===== config.mk =====
export PLATFORM = sky130hd
export DESIGN_NAME = mips_regfile
export DESIGN_NICKNAME = d
export VERILOG_FILES = /design/src/rtl/mips_isa_pkg.sv /design/src/rtl/mips_cpu_pkg.sv /design/src/rtl/mips_regfile.sv
export SDC_FILE = /design/constraint.sdc
export NUM_CORES = 2
export LEC_CHECK = 0
export ABC_CLOCK_PERIOD_IN_PS = 5600
export BUFFER_PORTS_ARGS = -buffer_cell sky130_fd_sc_hd__buf_4
export CAP_MARGIN = 15
export CORE_MARGIN = 4
export CORE_UTILIZATION = 69
export DETAILED_ROUTE_END_ITERATION = 10
export HOLD_SLACK_MARGIN = 0.06
export PLACE_DENSITY = 0.88
export SLEW_MARGIN = 20
export SYNTH_ARGS = -nofsm -noshare
export SYNTH_HDL_FRONTEND = slang
export SYNTH_SLANG_ARGS = --single-unit

===== constraint.sdc =====
create_clock -name clk -period 5.6 [get_ports clk]
set_clock_uncertainty 0.05 [all_clocks]
set_input_delay 1.12 -clock clk [delete_from_list [all_inputs] [get_ports clk]]
set_output_delay 1.12 -clock clk [all_outputs]
set_load 0.05 [all_outputs]

===== src/rtl/mips_isa_pkg.sv =====
`default_nettype none

package mips_isa_pkg;

  // instruction field widths
  localparam int OPCODE_W = 6;
  localparam int FUNCT_W  = 6;
  localparam int IMM_W    = 16;

  typedef logic [OPCODE_W-1:0] opcode_t;
  typedef logic [FUNCT_W-1:0]  funct_t;
  typedef logic [IMM_W-1:0]    imm_t;

  // primary opcodes
  localparam opcode_t OP_RTYPE = 6'd0;
  localparam opcode_t OP_BEQ   = 6'd4;
  localparam opcode_t OP_ADDI  = 6'd8;
  localparam opcode_t OP_LW    = 6'd35;
  localparam opcode_t OP_SW    = 6'd43;

  // r-type function codes
  localparam funct_t FN_ADD = 6'd32;
  localparam funct_t FN_SUB = 6'd34;
  localparam funct_t FN_AND = 6'd36;
  localparam funct_t FN_OR  = 6'd37;
  localparam funct_t FN_SLT = 6'd42;

  // alu control encoding, matches the classic textbook table
  typedef enum logic [2:0] {
    ALU_AND = 3'b000,
    ALU_OR  = 3'b001,
    ALU_ADD = 3'b010,
    ALU_SUB = 3'b110,
    ALU_SLT = 3'b111
  } alu_op_t;

endpackage

`default_nettype wire


===== src/rtl/mips_cpu_pkg.sv =====
`default_nettype none

package mips_cpu_pkg;

  typedef logic [31:0] word_t;
  typedef logic [4:0]  reg_addr_t;

  // decoder outputs
  typedef struct packed {
    logic                  mem_to_reg;
    logic                  mem_write;
    logic                  branch;
    logic                  alu_src;
    logic                  reg_dst;
    logic                  reg_write;
    mips_isa_pkg::alu_op_t alu_op;
  } ctrl_t;

  // one record per executed instruction
  typedef struct packed {
    word_t     pc;
    word_t     instr;
    logic      reg_we;
    reg_addr_t reg_addr;
    word_t     reg_data;
    logic      mem_we;
    word_t     mem_addr;
  } retire_t;

endpackage

`default_nettype wire


===== src/rtl/mips_regfile.sv =====
`default_nettype none
`timescale 1ns/100ps

module mips_regfile
  import mips_cpu_pkg::*;
(
  input  logic      clk,
  input  logic      rst_n,
  input  reg_addr_t ra1,
  input  reg_addr_t ra2,
  input  reg_addr_t dbg_addr,
  output word_t     rd1,
  output word_t     rd2,
  output word_t     dbg_data,
  input  logic      we,
  input  reg_addr_t wa,
  input  word_t     wd
);

  // r0 has no storage
  word_t regs [1:31];

  always_ff @(posedge clk or negedge rst_n) begin
    if (!rst_n) begin
      for (int i = 1; i < 32; i++) begin
        regs[i] <= '0;
      end
    end else if (we && (wa != '0)) begin
      regs[wa] <= wd;
    end
  end

  assign rd1      = (ra1 == '0) ? '0 : regs[ra1];
  assign rd2      = (ra2 == '0) ? '0 : regs[ra2];
  assign dbg_data = (dbg_addr == '0) ? '0 : regs[dbg_addr];

endmodule

`default_nettype wire


==> impl_metrics.tcl <==
set metrics [dict create \
    syn_avg_cell_area_um2 13.3 \
    ir_drop_mv 0.332 \
    finalSetupTns_ns 0 \
    syn_nets 4703 \
    stdcell_area_um2 67700 \
    syn_to_final_growth_pct 9.70 \
    synthTopCellsByArea "dfrtp_1 40%, mux4_2 21%, mux2_2 20%" \
    leakagePower_nw 28.9 \
    via_per_inst 8.34 \
    yosysWarnings 0 \
    portBuffers 150 \
    antenna_found_initial 14 \
    yosysUniqueCellTypes 40 \
    vias 48600 \
    die_height_um 307 \
    wl_um 215000 \
    yosys.area.top_type_share 0.402 \
    cts_repair_resize_count 0 \
    top_regs "regs (992)" \
    crit_chain "buf_8, buf_4, mux4_2, nor2b_1, nor3_1, a311oi_1, o21ai_0, buf_4" \
    track_usage 0.456 \
    yosysSeqAreaShare 0.402 \
    first_iter_violations 8211 \
    fin_crit_ns 5.16 \
    max_cap_violations 0 \
    run_status "complete, no violations" \
    synth_edf_count 0 \
    die_w_um 307 \
    crit_top_cell "buf_4" \
    p_per_area_nw_per_um2 353 \
    worstMarginPinSlew_ns 1.26 \
    first_pass_iters 9 \
    place_area_um2 64100 \
    cts_tree "yes" \
    grt_max_degree 157 \
    drc 0 \
    crit_required_ns 4.43 \
    hold_violations 0 \
    critical_path_class "input port to primary output" \
    yosys.area.top_type "dfrtp_1" \
    grt_pass1_vias 49400 \
    top_register "regs" \
    slew_headroom 0.156 \
    clk_latency_ns 0.69 \
    final_common_cell "mux2_2" \
    core_area_um2 88500 \
    cts.htree.levels 3 \
    worstPathArrival_ns 3.99 \
    cp-end-kind "primary output" \
    hp-class "input port to asynchronous set/reset pin" \
    path_max_fanout 47 \
    postCtsHoldBufs 0 \
    wire_per_inst_um 36.8 \
    slew_viol_final 0 \
    cts_made_buffers 104 \
    synth_flop_cell "dfrtp_1" \
    rows 109 \
    rsz0062_at_grt "no" \
    ant_nets 0 \
    start_util 0.697 \
    dp_hpwl_um 123000 \
    path_clk_slew_ns 0.06 \
    async_flop_share 1.00 \
    cts.sinks 992 \
    die_area_um2 94300 \
    grt_pass1_wl_um 320000 \
    largest_reg_flops 992 \
    post_cts_buffers 0 \
    globalRouteOverflowTotal 0 \
    critPathMaxStageDelay_ns 0.63 \
    gp_congestion 0.919 \
    syn-cell-area_um2 61700 \
    root_buffer "clkbuf_16" \
    fin_util 0.765 \
    finalCritPeriodShare 0.921 \
    netlist_instances 4648 \
    setup_viol 0 \
    hold_ws_ns 0.365 \
    ys_ff_latch 992 \
    fmax_mhz 194 \
    start_kind "input port" \
    ios 151 \
    drive_gt1_frac 0.480 \
    layout_common_cells "1,107 x mux2_2, 992 x dfrtp_1, 585 x mux4_2" \
    cts_buffer_depth 3 \
    slowest_stage "buf_4" \
    final_nets 4621 \
]
[worst max-delay path: cells and delay by family]
kind / cells / cell delay (ns)
and+or+nand+nor: 2 / 0.22
muxes: 1 / 0.42
buffers and inverters: 3 / 1.33
AOI/OAI and AO/OA: 2 / 0.82
[synth_stat cells (69+ instances only)]
master / number
nand2_1: 346
buf_2: 134
nand3_1: 69
a221oi_1: 90
nor2b_1: 101
nor3_1: 69
buf_1: 99
nor2_1: 97
mux2i_1: 215
dfrtp_1: 992
mux2_2: 1107
mux4_2: 585
o211ai_1: 69
clkbuf_1: 219
a21oi_1: 195
o21ai_0: 79
[layout make-up]
type | count | area (um2)
flip-flops and latches | 992 | 24800
fillers | 4624 | 20800
inverters | 2 | 12.5
diodes | 17 | 42.5
well taps | 1165 | 1460
multi-input cells | 3142 | 34700
repair buffers | 324 | 3070
clock inverters | 46 | 549
clock buffers | 144 | 2990
[power by group]
group          internal [W]  switching (W)  total [W]
Clock               0.00422        0.00307    0.00729
Combinational       0.00345        0.00303    0.00647
Sequential          0.00857        0.00154     0.0101
Total                0.0162        0.00764     0.0239
[stage by stage]
stage                     instances  power, W  setup WS, ns
final                          5832    0.0239         0.442
after global routing           5820    0.0246         0.565
after CTS                      5815    0.0236         0.675
after detailed placement       5625    0.0163         0.807
after global placement         5623    0.0159         0.794
after floorplan                4648    0.0143          1.10
[layer usage]
metal | up-vias | track usage | share of wire
li1 | 17800 | - | -
met5 | - | 0 | 0.00015
met2 | 5035 | 0.636 | 0.42
met3 | 1651 | 0.189 | 0.16
met1 | 24100 | 0.568 | 0.32
met4 | 4 | 0.358 | 0.10
[cell families after synthesis]
kind of cell / count (synthesis) / share of synthesized area
mux: 1913 / 0.453
compound gates: 521 / 0.0550
buf+inv: 514 / 0.0383
simple gates: 708 / 0.0513
flops: 992 / 0.402
[path summary, 6_finish.rpt]
path / endpoint / slack [ns] / from / cells after the start
hold / removal: regs[326] / 0.36 / rst_n / 1
max in group asynchronous: regs[754] / 3.75 / rst_n / 2
setup reg to reg: regs[587] / 4.67 / regs[587] / 1
setup / recovery: rd1[28] / 0.44 / ra1[1] / 8
min in group clk: regs[181] / 0.50 / regs[181] / 1
hold reg to reg: regs[181] / 0.50 / regs[181] / 1
(Power assumes the default switching activity.)
