<file path="config.mk">
export PLATFORM = sky130hd
export DESIGN_NAME = mips_fetch
export DESIGN_NICKNAME = d
export VERILOG_FILES = /design/src/rtl/mips_isa_pkg.sv /design/src/rtl/mips_cpu_pkg.sv /design/src/rtl/mips_fetch.sv
export SDC_FILE = /design/constraint.sdc
export NUM_CORES = 2
export LEC_CHECK = 0
export BUFFER_PORTS_ARGS = -buffer_cell sky130_fd_sc_hd__clkbuf_2
export CAP_MARGIN = 20
export CELL_PAD_IN_SITES_DETAIL_PLACEMENT = 0
export CELL_PAD_IN_SITES_GLOBAL_PLACEMENT = 1
export CORE_MARGIN = 4
export CORE_UTILIZATION = 51
export DETAILED_ROUTE_END_ITERATION = 6
export PLACE_DENSITY = 0.72
export SETUP_SLACK_MARGIN = 0.3
export SYNTH_ARGS = -nofsm -noshare
export SYNTH_HDL_FRONTEND = slang
export SYNTH_SLANG_ARGS = --single-unit
export TNS_END_PERCENT = 30
</file>
<file path="constraint.sdc">
create_clock -name clk -period 2.38 [get_ports clk]
set_input_delay 0.476 -clock clk [delete_from_list [all_inputs] [get_ports clk]]
set_output_delay 0.476 -clock clk [all_outputs]
set_load 0.02 [all_outputs]
</file>
<file path="src/rtl/mips_isa_pkg.sv">
`default_nettype none

package mips_isa_pkg;

  // instruction field widths
  localparam int OPCODE_W = 6;
  localparam int FUNCT_W  = 6;
  localparam int IMM_W    = 16;

  typedef logic [OPCODE_W-1:0] opcode_t;
  typedef logic [FUNCT_W-1:0]  funct_t;
  typedef logic [IMM_W-1:0]    imm_t;

  // primary opcodes
  localparam opcode_t OP_RTYPE = 6'd0;
  localparam opcode_t OP_BEQ   = 6'd4;
  localparam opcode_t OP_ADDI  = 6'd8;
  localparam opcode_t OP_LW    = 6'd35;
  localparam opcode_t OP_SW    = 6'd43;

  // r-type function codes
  localparam funct_t FN_ADD = 6'd32;
  localparam funct_t FN_SUB = 6'd34;
  localparam funct_t FN_AND = 6'd36;
  localparam funct_t FN_OR  = 6'd37;
  localparam funct_t FN_SLT = 6'd42;

  // alu control encoding, matches the classic textbook table
  typedef enum logic [2:0] {
    ALU_AND = 3'b000,
    ALU_OR  = 3'b001,
    ALU_ADD = 3'b010,
    ALU_SUB = 3'b110,
    ALU_SLT = 3'b111
  } alu_op_t;

endpackage

`default_nettype wire

</file>
<file path="src/rtl/mips_cpu_pkg.sv">
`default_nettype none

package mips_cpu_pkg;

  typedef logic [31:0] word_t;
  typedef logic [4:0]  reg_addr_t;

  // decoder outputs
  typedef struct packed {
    logic                  mem_to_reg;
    logic                  mem_write;
    logic                  branch;
    logic                  alu_src;
    logic                  reg_dst;
    logic                  reg_write;
    mips_isa_pkg::alu_op_t alu_op;
  } ctrl_t;

  // one record per executed instruction
  typedef struct packed {
    word_t     pc;
    word_t     instr;
    logic      reg_we;
    reg_addr_t reg_addr;
    word_t     reg_data;
    logic      mem_we;
    word_t     mem_addr;
  } retire_t;

endpackage

`default_nettype wire

</file>
<file path="src/rtl/mips_fetch.sv">
`default_nettype none
`timescale 1ns/100ps

module mips_fetch
  import mips_cpu_pkg::*;
#(
  parameter int IMEM_WORDS = 64
) (
  input  logic                          clk,
  input  logic                          rst_n,
  input  logic                          run,
  input  word_t                         pc_next,
  input  logic                          imem_we,
  input  logic [$clog2(IMEM_WORDS)-1:0] imem_addr,
  input  word_t                         imem_data,
  output word_t                         pc,
  output word_t                         instr
);

  localparam int IMEM_AW = $clog2(IMEM_WORDS);

  word_t imem [IMEM_WORDS];

  // pc holds while the core is stopped
  always_ff @(posedge clk or negedge rst_n) begin
    if (!rst_n) begin
      pc <= '0;
    end else if (run) begin
      pc <= pc_next;
    end
  end

  // program load, only accepted when stopped
  always_ff @(posedge clk) begin
    if (imem_we && !run) begin
      imem[imem_addr] <= imem_data;
    end
  end

  // byte pc to word index, wraps at the depth
  assign instr = imem[pc[IMEM_AW+1:2]];

endmodule

`default_nettype wire

</file>
==> results.sh <==
export IMPL_status="complete, but fails checks"
export IMPL_violations="negative setup slack"
export IMPL_clockBufferDepth=3
export IMPL_ys_seq_area_share_pct=78.7
export IMPL_synth_async_reset_ratio_pct=1.54
export IMPL_synth_edff_count=2048
export IMPL_tritoncts="yes"
export IMPL_synth_fa_ha_area_share_pct=0
export IMPL_grt_max_degree=65
export IMPL_synth_distinct_cells=33
export IMPL_crit_required_ns=1.90
export IMPL_synth_xor_area_share_pct=0
export IMPL_ys_top_cells_by_count="edfxtp_1, mux4_2, nor2_1, mux2i_1, o22ai_1"
export IMPL_place_ws_ns=-1.18
export IMPL_dp_hpwl_um=120000
export IMPL_grt_pass1_vias=40100
export IMPL_grt_overflow=0
export IMPL_startpoint_type="flop"
export IMPL_ant_nets=0
export IMPL_fmax_mhz=250
export IMPL_period_share_pct=168
export IMPL_synth_top_area_cell="edfxtp_1"
export IMPL_pin_count=138
export IMPL_cts_root_buffer="clkbuf_16"
export IMPL_peakVddDrop_v=0.000787
export IMPL_syn_instance_count=3379
export IMPL_yosys_area_share_simple_pct=1.28
export IMPL_drv_cap=0
export IMPL_dieHeight_um=402
export IMPL_busiest_layer="met2"
export IMPL_power_density_mw_per_mm2=840
export IMPL_dpl_cell_area_mm2=0.0876
export IMPL_synth_main_ff_cell="edfxtp_1"
export IMPL_cts_max_level=4
export IMPL_vias=39100
export IMPL_clkLatencyLatePin_ns=0.83
export IMPL_tns_ns=-47.75
export IMPL_drive_above_1_share_pct=38.9
export IMPL_cts_made_buffers=202
export IMPL_vias_per_cell=6.22
export IMPL_netlist_top_cells_area="edfxtp_1, mux4_2, mux2i_1"
export IMPL_synth_compound_area_share_pct=1.70
export IMPL_io_buffer_count=137
export IMPL_worstSetupPathType="reg2out"
export IMPL_synth_fp_nets=3453
export IMPL_finalNetCount=4140
export IMPL_initial_core_util_pct=51.4
export IMPL_synthToLayoutAreaGrowth_pct=20.5
export IMPL_routed_wl_um=204000
export IMPL_hold_class="in2reg"
export IMPL_grtUsageMet2_pct=39.8
export IMPL_multi_input_area_mm2=0.0170
export IMPL_leakagePower_nw=30.8
export IMPL_place_congestion=0.789
export IMPL_fin_worst_skew_ns=0
export IMPL_finalCriticalPeriod_ns=4.00
export IMPL_cp_data_arrival_time_ns=3.53
export IMPL_drc=0
export IMPL_synth_seq_cells=2080
export IMPL_synth_most_common_cell="edfxtp_1"
export IMPL_avgSynthCellArea_um2=23.4
export IMPL_grt_use_total_pct=25.5
export IMPL_setup_viol=33
export IMPL_fillers=10500
export IMPL_ys_warn_count=0
export IMPL_cp_max_fo=10
export IMPL_holdWs_ns=0.143
export IMPL_antenna_found_initial=11
export IMPL_synth_top_family_by_area="multiplexers"
export IMPL_drtIter0Drc=4405
export IMPL_avgRoutedWirePerCell_um=32.4
export IMPL_met1_usage_pct=36.6
export IMPL_syn_area_mm2=0.0792
export IMPL_synth_mux_area_share_pct=17.1
export IMPL_clk_pin_slew_ns=0.06
export IMPL_slew_headroom_pct=45.7
export IMPL_setup_slack_ns=-1.62
export IMPL_grt_first_pass_wirelength_um=293000
export IMPL_timing_final_hold_violations=0
export IMPL_die_w_um=402
export IMPL_die_area_mm2=0.162
export IMPL_drtPass1Iterations=7
export IMPL_core_area_mm2=0.154
export IMPL_final_cell_area_mm2=0.0954
export IMPL_rows=144
export IMPL_synth_top_area_share_pct=77.6
export IMPL_cp_end_kind="primary output"
export IMPL_slew_viol_final=0
export IMPL_tightest_slew_ns=0.814
export IMPL_grt_use_met3_pct=6.20
export IMPL_cts_sink_count=2080
export IMPL_rsz0062_at_grt="yes"
export IMPL_seqCellArea_mm2=0.0623
==> stage by stage <==
step                      power [mW]  cells  utilization (%)
after floorplan                 45.5   3379                -
after global placement          49.1   5844             56.8
after detailed placement        49.2   5844             56.8
after CTS                       80.5   6270             61.6
after global routing            82.7   6282             61.9
final                           80.1   6285             61.9
==> placed cells by master, fill, tap and decap left out, types with 25 or more instances in the layout <==
| cell | n |
|---|---|
| a21oi_1 | 52 |
| buf_12 | 160 |
| buf_4 | 313 |
| buf_6 | 26 |
| clkbuf_1 | 51 |
| clkbuf_16 | 204 |
| clkbuf_2 | 121 |
| clkinv_1 | 52 |
| clkinv_2 | 29 |
| dfrtp_1 | 27 |
| dlygate4sd3_1 | 33 |
| edfxtp_1 | 2048 |
| mux2_2 | 32 |
| mux2i_1 | 100 |
| mux4_2 | 536 |
| nand2_1 | 25 |
| nor2_1 | 60 |
| nor2_4 | 66 |
| o221ai_1 | 26 |
| o22ai_1 | 55 |
==> cell type report <==
type | instances | share of cell area, %
Antenna cell | 3 | 0.00787
Clock buffer | 258 | 5.59
Clock inverter | 118 | 1.15
Multi-Input combinational cell | 1110 | 17.8
Sequential cell | 2080 | 65.3
Tap cell | 2044 | 2.68
Timing Repair Buffer | 672 | 7.48
==> final timing paths <==
| kind | from | end | slack (ns) | cells after the start |
|---|---|---|---|---|
| min in group asynchronous | rst_n | pc[1]$_DFFE_PN0P_ | 0.15 | 2 |
| hold reg to reg | pc[15]$_DFFE_PN0P_ | pc[15]$_DFFE_PN0P_ | 0.51 | 1 |
| hold / removal | imem_data[16] | imem[51][16]$_DFFE_PP_ | 0.14 | 2 |
| setup / recovery | pc[2]$_DFFE_PN0P_ | instr[12] | -1.62 | 11 |
| setup reg to reg | pc[2]$_DFFE_PN0P_ | pc[2]$_DFFE_PN0P_ | 1.00 | 3 |
| max in group asynchronous | rst_n | pc[20]$_DFFE_PN0P_ | 1.54 | 3 |
==> cell families after synthesis <==
family / after synthesis
flops: 2080
compound gates: 205
simple gates: 229
mux: 676
buf+inv: 189
==> worst max-delay path, stage by stage (launching register included) <==
cell and delay, ns:
dfrtp_4 0.48, buf_12 0.19, buf_4 0.16, buf_4 0.12, mux4_2 0.51, mux2i_2 0.21, nor2_1 0.09, o32ai_2 0.40
buf_4 0.20, nor3_2 0.04, buf_4 0.16, buf_6 0.13
==> where the power goes <==
group          internal, mW  switching, mW  total, mW
clock network          17.7           13.5       31.2
registers              40.4         0.0907       40.5
logic                  3.93           4.50       8.43
total                  62.1           18.1       80.1
==> metal layers <==
layer | share of wire (%) | wire (µm)
met5 | 0.020 | 41
met4 | 2.8 | 5630
met3 | 9.8 | 19900
met2 | 48 | 97600
met1 | 40 | 80500
==> flip-flops by register name, summed over array words and instances (netlist names) <==
name	count
pc	32
imem	2048
==> repair_timing <==
item | 4_1_cts | 5_1_grt
hold buffers | 33 | 0
endpoints found under the hold margin | 42 | 0
gates cloned | 2 | 0
pin swaps | 8 | 9
setup endpoints to repair | 37 | 37
resized for setup | 81 | 73
setup buffers | 15 | 12
No activity file was read; power rests on OpenSTA's default activity.
