### config.mk
export PLATFORM = sky130hd
export DESIGN_NAME = mips_cpu
export DESIGN_NICKNAME = d
export VERILOG_FILES = /design/src/rtl/mips_isa_pkg.sv /design/src/rtl/mips_cpu_pkg.sv /design/src/rtl/mips_alu.sv /design/src/rtl/mips_control.sv /design/src/rtl/mips_cpu.sv
export SDC_FILE = /design/constraint.sdc
export NUM_CORES = 1
export LEC_CHECK = 0
export ABC_AREA = 0
export BUFFER_PORTS_ARGS = -buffer_cell sky130_fd_sc_hd__clkbuf_2
export CAP_MARGIN = 0
export CORE_AREA = 2 2 171 173
export DETAILED_ROUTE_END_ITERATION = 8
export DIE_AREA = 0 0 173 175
export PLACE_DENSITY = 0.68
export SYNTH_ARGS = -nofsm -noshare
export SYNTH_HDL_FRONTEND = slang
export SYNTH_SLANG_ARGS = --single-unit
### constraint.sdc
create_clock -name vclk -period 16.6
set_clock_uncertainty 0.2 [all_clocks]
set_input_delay 3.32 -clock vclk [all_inputs]
set_output_delay 3.32 -clock vclk [all_outputs]
set_load 0.1 [all_outputs]
### src/rtl/mips_isa_pkg.sv
`default_nettype none

package mips_isa_pkg;

  // instruction field widths
  localparam int OPCODE_W = 6;
  localparam int FUNCT_W  = 6;
  localparam int IMM_W    = 16;

  typedef logic [OPCODE_W-1:0] opcode_t;
  typedef logic [FUNCT_W-1:0]  funct_t;
  typedef logic [IMM_W-1:0]    imm_t;

  // primary opcodes
  localparam opcode_t OP_RTYPE = 6'd0;
  localparam opcode_t OP_BEQ   = 6'd4;
  localparam opcode_t OP_ADDI  = 6'd8;
  localparam opcode_t OP_LW    = 6'd35;
  localparam opcode_t OP_SW    = 6'd43;

  // r-type function codes
  localparam funct_t FN_ADD = 6'd32;
  localparam funct_t FN_SUB = 6'd34;
  localparam funct_t FN_AND = 6'd36;
  localparam funct_t FN_OR  = 6'd37;
  localparam funct_t FN_SLT = 6'd42;

  // alu control encoding, matches the classic textbook table
  typedef enum logic [2:0] {
    ALU_AND = 3'b000,
    ALU_OR  = 3'b001,
    ALU_ADD = 3'b010,
    ALU_SUB = 3'b110,
    ALU_SLT = 3'b111
  } alu_op_t;

endpackage

`default_nettype wire

### src/rtl/mips_cpu_pkg.sv
`default_nettype none

package mips_cpu_pkg;

  typedef logic [31:0] word_t;
  typedef logic [4:0]  reg_addr_t;

  // decoder outputs
  typedef struct packed {
    logic                  mem_to_reg;
    logic                  mem_write;
    logic                  branch;
    logic                  alu_src;
    logic                  reg_dst;
    logic                  reg_write;
    mips_isa_pkg::alu_op_t alu_op;
  } ctrl_t;

  // one record per executed instruction
  typedef struct packed {
    word_t     pc;
    word_t     instr;
    logic      reg_we;
    reg_addr_t reg_addr;
    word_t     reg_data;
    logic      mem_we;
    word_t     mem_addr;
  } retire_t;

endpackage

`default_nettype wire

### src/rtl/mips_alu.sv
`default_nettype none
`timescale 1ns/100ps

module mips_alu
  import mips_isa_pkg::*;
  import mips_cpu_pkg::*;
(
  input  word_t   a,
  input  word_t   b,
  input  alu_op_t op,
  output word_t   result,
  output logic    zero
);

  always_comb begin
    case (op)
      ALU_AND: result = a & b;
      ALU_OR:  result = a | b;
      ALU_ADD: result = a + b;
      ALU_SUB: result = a - b;
      // signed compare
      ALU_SLT: result = ($signed(a) < $signed(b)) ? 32'd1 : 32'd0;
      default: result = '0;
    endcase
  end

  assign zero = (result == '0);

endmodule

`default_nettype wire

### src/rtl/mips_control.sv
`default_nettype none
`timescale 1ns/100ps

module mips_control
  import mips_isa_pkg::*;
  import mips_cpu_pkg::*;
(
  input  opcode_t opcode,
  input  funct_t  funct,
  output ctrl_t   ctrl
);

  always_comb begin
    // unknown opcodes fall through as a no-op
    ctrl = '{mem_to_reg: 1'b0, mem_write: 1'b0, branch: 1'b0, alu_src: 1'b0,
             reg_dst: 1'b0, reg_write: 1'b0, alu_op: ALU_AND};
    case (opcode)
      OP_RTYPE: begin
        ctrl.reg_dst   = 1'b1;
        ctrl.reg_write = 1'b1;
        case (funct)
          FN_ADD:  ctrl.alu_op = ALU_ADD;
          FN_SUB:  ctrl.alu_op = ALU_SUB;
          FN_AND:  ctrl.alu_op = ALU_AND;
          FN_OR:   ctrl.alu_op = ALU_OR;
          FN_SLT:  ctrl.alu_op = ALU_SLT;
          // unsupported funct, no writeback
          default: ctrl.reg_write = 1'b0;
        endcase
      end
      OP_LW: begin
        ctrl.alu_src    = 1'b1;
        ctrl.mem_to_reg = 1'b1;
        ctrl.reg_write  = 1'b1;
        ctrl.alu_op     = ALU_ADD;
      end
      OP_SW: begin
        ctrl.alu_src   = 1'b1;
        ctrl.mem_write = 1'b1;
        ctrl.alu_op    = ALU_ADD;
      end
      OP_BEQ: begin
        // compare by subtraction, zero flag decides
        ctrl.branch = 1'b1;
        ctrl.alu_op = ALU_SUB;
      end
      OP_ADDI: begin
        ctrl.alu_src   = 1'b1;
        ctrl.reg_write = 1'b1;
        ctrl.alu_op    = ALU_ADD;
      end
      default: ;
    endcase
  end

endmodule

`default_nettype wire

### src/rtl/mips_cpu.sv
`default_nettype none
`timescale 1ns/100ps

module mips_cpu
  import mips_isa_pkg::*;
  import mips_cpu_pkg::*;
(
  input  logic      run,
  input  word_t     pc,
  input  word_t     instr,
  output word_t     pc_next,
  output reg_addr_t ra1,
  output reg_addr_t ra2,
  input  word_t     rd1,
  input  word_t     rd2,
  output logic      reg_we,
  output reg_addr_t reg_wa,
  output word_t     reg_wd,
  output word_t     dmem_addr,
  output word_t     dmem_wdata,
  output logic      dmem_we,
  input  word_t     dmem_rdata,
  output retire_t   retire
);

  opcode_t   opcode;
  funct_t    funct;
  reg_addr_t rs;
  reg_addr_t rt;
  reg_addr_t rd;
  imm_t      imm;
  word_t     sign_imm;
  word_t     alu_b;
  word_t     alu_result;
  logic      alu_zero;
  word_t     pc_plus4;
  word_t     pc_branch;
  ctrl_t     ctrl;

  // instruction fields
  assign opcode = instr[31:26];
  assign rs     = instr[25:21];
  assign rt     = instr[20:16];
  assign rd     = instr[15:11];
  assign imm    = instr[15:0];
  assign funct  = instr[5:0];

  assign sign_imm = {{16{imm[15]}}, imm};

  mips_control u_control (
    .opcode (opcode),
    .funct  (funct),
    .ctrl   (ctrl)
  );

  assign ra1 = rs;
  assign ra2 = rt;

  // second operand is rt or the immediate
  assign alu_b = ctrl.alu_src ? sign_imm : rd2;

  mips_alu u_alu (
    .a      (rd1),
    .b      (alu_b),
    .op     (ctrl.alu_op),
    .result (alu_result),
    .zero   (alu_zero)
  );

  // writes only happen while the core runs
  assign reg_we = run & ctrl.reg_write;
  assign reg_wa = ctrl.reg_dst ? rd : rt;
  assign reg_wd = ctrl.mem_to_reg ? dmem_rdata : alu_result;

  assign dmem_addr  = alu_result;
  assign dmem_wdata = rd2;
  assign dmem_we    = run & ctrl.mem_write;

  // next pc
  assign pc_plus4  = pc + 32'd4;
  assign pc_branch = pc_plus4 + (sign_imm << 2);
  assign pc_next   = (ctrl.branch && alu_zero) ? pc_branch : pc_plus4;

  assign retire = '{pc: pc, instr: instr, reg_we: reg_we, reg_addr: reg_wa,
                    reg_data: reg_wd, mem_we: dmem_we, mem_addr: alu_result};

endmodule

`default_nettype wire

==> summary.md <==
| Metric | Value |
|---|---|
| Status | complete, no violations |
| First-pass GRT wire length | 59,300 um |
| Worst path arrival time | 10,900 ps |
| Sequential cell area | 0 um^2 |
| Starting Density | 35.8% |
| Die height | 175 um |
| DR WL/cell | 18.9 um |
| Synth top area share | 17.2% |
| DR vias | 11,400 |
| Worst slew pin tran | 994 ps |
| Setup Viol. Count Final | 0 |
| Ratio of final minimum period to clock period | 86.9% |
| Initial antenna violation count | 1 |
| Post-CTS Setup Inserts | 0 |
| Hold Crit Depth | 0 |
| Synth Instances | 1,494 |
| Crit-path cells | clkbuf_2 -> nor4b_1 -> o21a_1 -> nand2_1 -> nand2_1 -> inv_1 -> ha_1 -> nand2_1 -> o311ai_0 -> a41oi_1 -> a21oi_1 -> mux2_2 -> nor3_1 -> nand3_1 -> or4_1 -> nor3_2 -> nand3_2 -> mux2_4 -> clkbuf_2 |
| Synth Area in Simple Gates | 22.8% |
| DRT antenna net count | 0 |
| Drt via density | 5.49 |
| WS Path Type | input port to output pin |
| Detail Placement HPWL | 32,900 um |
| Most frequent cells in the layout | clkbuf_2 (420), nand2_1 (168), ha_1 (140), nor2_1 (125), inv_1 (116) |
| Synth area leader | ha_1 |
| Max FO, Critical Path | 29 |
| Post-Route WL | 39,200 um |
| Area growth syn-to-layout | 10.6% |
| Max-cap viol count | 0 |
| Most common cell after layout, fill and taps aside | clkbuf_2 |
| VDD IR max | 0.0000450 V |
| Layout clock buffer count | 0 |
| Fin crit period | 14,420 ps |
| FMAX | 0.0693 GHz |
| Setup TNS | 0 ps |
| TritonRoute pass-1 iters | 5 |
| Filler cells | 3,111 |
| Die Wd | 173 um |
| Die area | 30,300 um^2 |
| Sequential cells | 0 |
| Adder-cell area share of the yosys netlist | 17.8% |
| Synth Area in XOR/XNOR | 6.46% |
| Core area | 28,400 um^2 |
| Finished Layout Cells | 2,076 |
| Worst min-delay path category | input port to output pin |
| Worst hold slack | 6440 ps |
| Fin. max-slew vios | 0 |
| I/O pin count | 441 |
| Synth Area in Compound Gates | 25.3% |
| Netlist Area Pre-Place | 10,200 um^2 |
| Synthesized area per cell | 6.81 um^2 |
| Netlist cell types | 93 |
| Placed cell count | 2,076 |
| Buffers on Ports | 420 |
| Syn Nets | 1,798 |
| Routability Congestion | 0.941 |
| CP max stage cell | nand3_2 |
| Synth Warn # | 0 |
| Largest family of logic cells by synthesized area | compound AO/OA/AOI/OAI gates |
| Hold-fix buffers, CTS | 0 |
| Number of global-route vias before repair | 10,782 |
| Main area contributors after synthesis | ha_1 (17%), buf_4 (13%), nand2_1 (6.2%), mux2_2 (5.6%), a21oi_1 (5.4%) |
| Final Hold Viols | 0 |
| Cts repair resizes | 0 |
| Sequential area share after synthesis | 0% |
| PwrDens | 73.1 nW/um^2 |
| DRT iter0 DRCs | 719 |
| Share of layout cells above drive strength 1 | 31.0% |
| GRT Total Usage | 24.0% |
| Pleak | 0.00594 uW |
| DRC errors left | 0 |
| RSZ-0062 raised after global routing | false |
| Antenna diodes | 0 |
| Maximum number of pins on one net before global-route repair | 39 |
| Rel. slew slack | 33.3% |
| Worst setup SP type | input port |
| Critical Path End Type | output pin |
| Grt ovf | 0 |
| Mux contribution to synthesized area | 7.66% |
| CP Data Required Time | 13,080 ps |
| Critical Path Max Stage Delay | 770 ps |
| Site Rows | 62 |
| Cell mode on critical path | nand2_1 |
| Nets | 1,998 |
[critical path, delay by kind of cell]
| family | cells | cell delay [ps] |
|---|---|---|
| AND/OR/NAND/NOR | 9 | 3910 |
| multiplexers | 2 | 920 |
| adder cells (fa/ha/maj) | 1 | 570 |
| buffers and inverters | 3 | 580 |
| AO/OA/AOI/OAI | 4 | 1540 |
[cells in the mapped netlist, types with 16 or more instances]
master / n
ha_1: 140
nand2b_1: 16
clkbuf_1: 33
xnor2_1: 58
nand3_1: 33
mux2_2: 51
buf_4: 180
nor2_1: 125
o21ai_0: 67
nand2_1: 169
nor3_1: 26
a21o_1: 28
nand4_1: 19
a21oi_1: 109
xor2_1: 17
inv_1: 116
[kinds of logic after synthesis]
group	count (synthesis)
xor gates and xnor gates	75
muxes	67
and+or+nand+nor	481
adders and majority gates	143
buffers and inverters	350
AOI/OAI and AO/OA	378
[per-layer routing]
metal / up-vias / GRT usage [%] / share of wire, %
met5: - / 0 / 0
met3: 62 / 2.02 / 6.7
met1: 5288 / 29.8 / 41
met4: 0 / 6.32 / 2.6
met2: 556 / 44.5 / 49
li1: 5494 / - / -
[where the power goes]
group | switching (uW) | internal (uW)
logic | 656 | 167
clock network | 0 | 0
registers | 0 | 0
[layout make-up]
type	count	area (um^2)	share of cell area [%]
multi-input combinational	1144	8150	72.4
inverter	117	439	3.90
timing repair buffer	431	2180	19.4
tap	384	480	4.27
[path summary, 6_finish.rpt]
path / startpoint / endpoint / slack, ps
max: instr[31] / pc_next[25] / 2180
min: pc[1] / pc_next[1] / 6440
[through the flow]
step | power (uW) | util, % | instance area [um^2] | setup WS [ps]
global route | 862 | 39.6 | 11300 | 1610
finish | 823 | 39.6 | 11300 | 2180
CTS | 821 | 39.6 | 11300 | 2180
detailed placement | 818 | 39.6 | 11300 | 2240
floorplan | 725 | - | 10200 | 1970
global placement | 818 | 39.6 | 11300 | 2390
No activity file was read; power rests on OpenSTA's default activity.
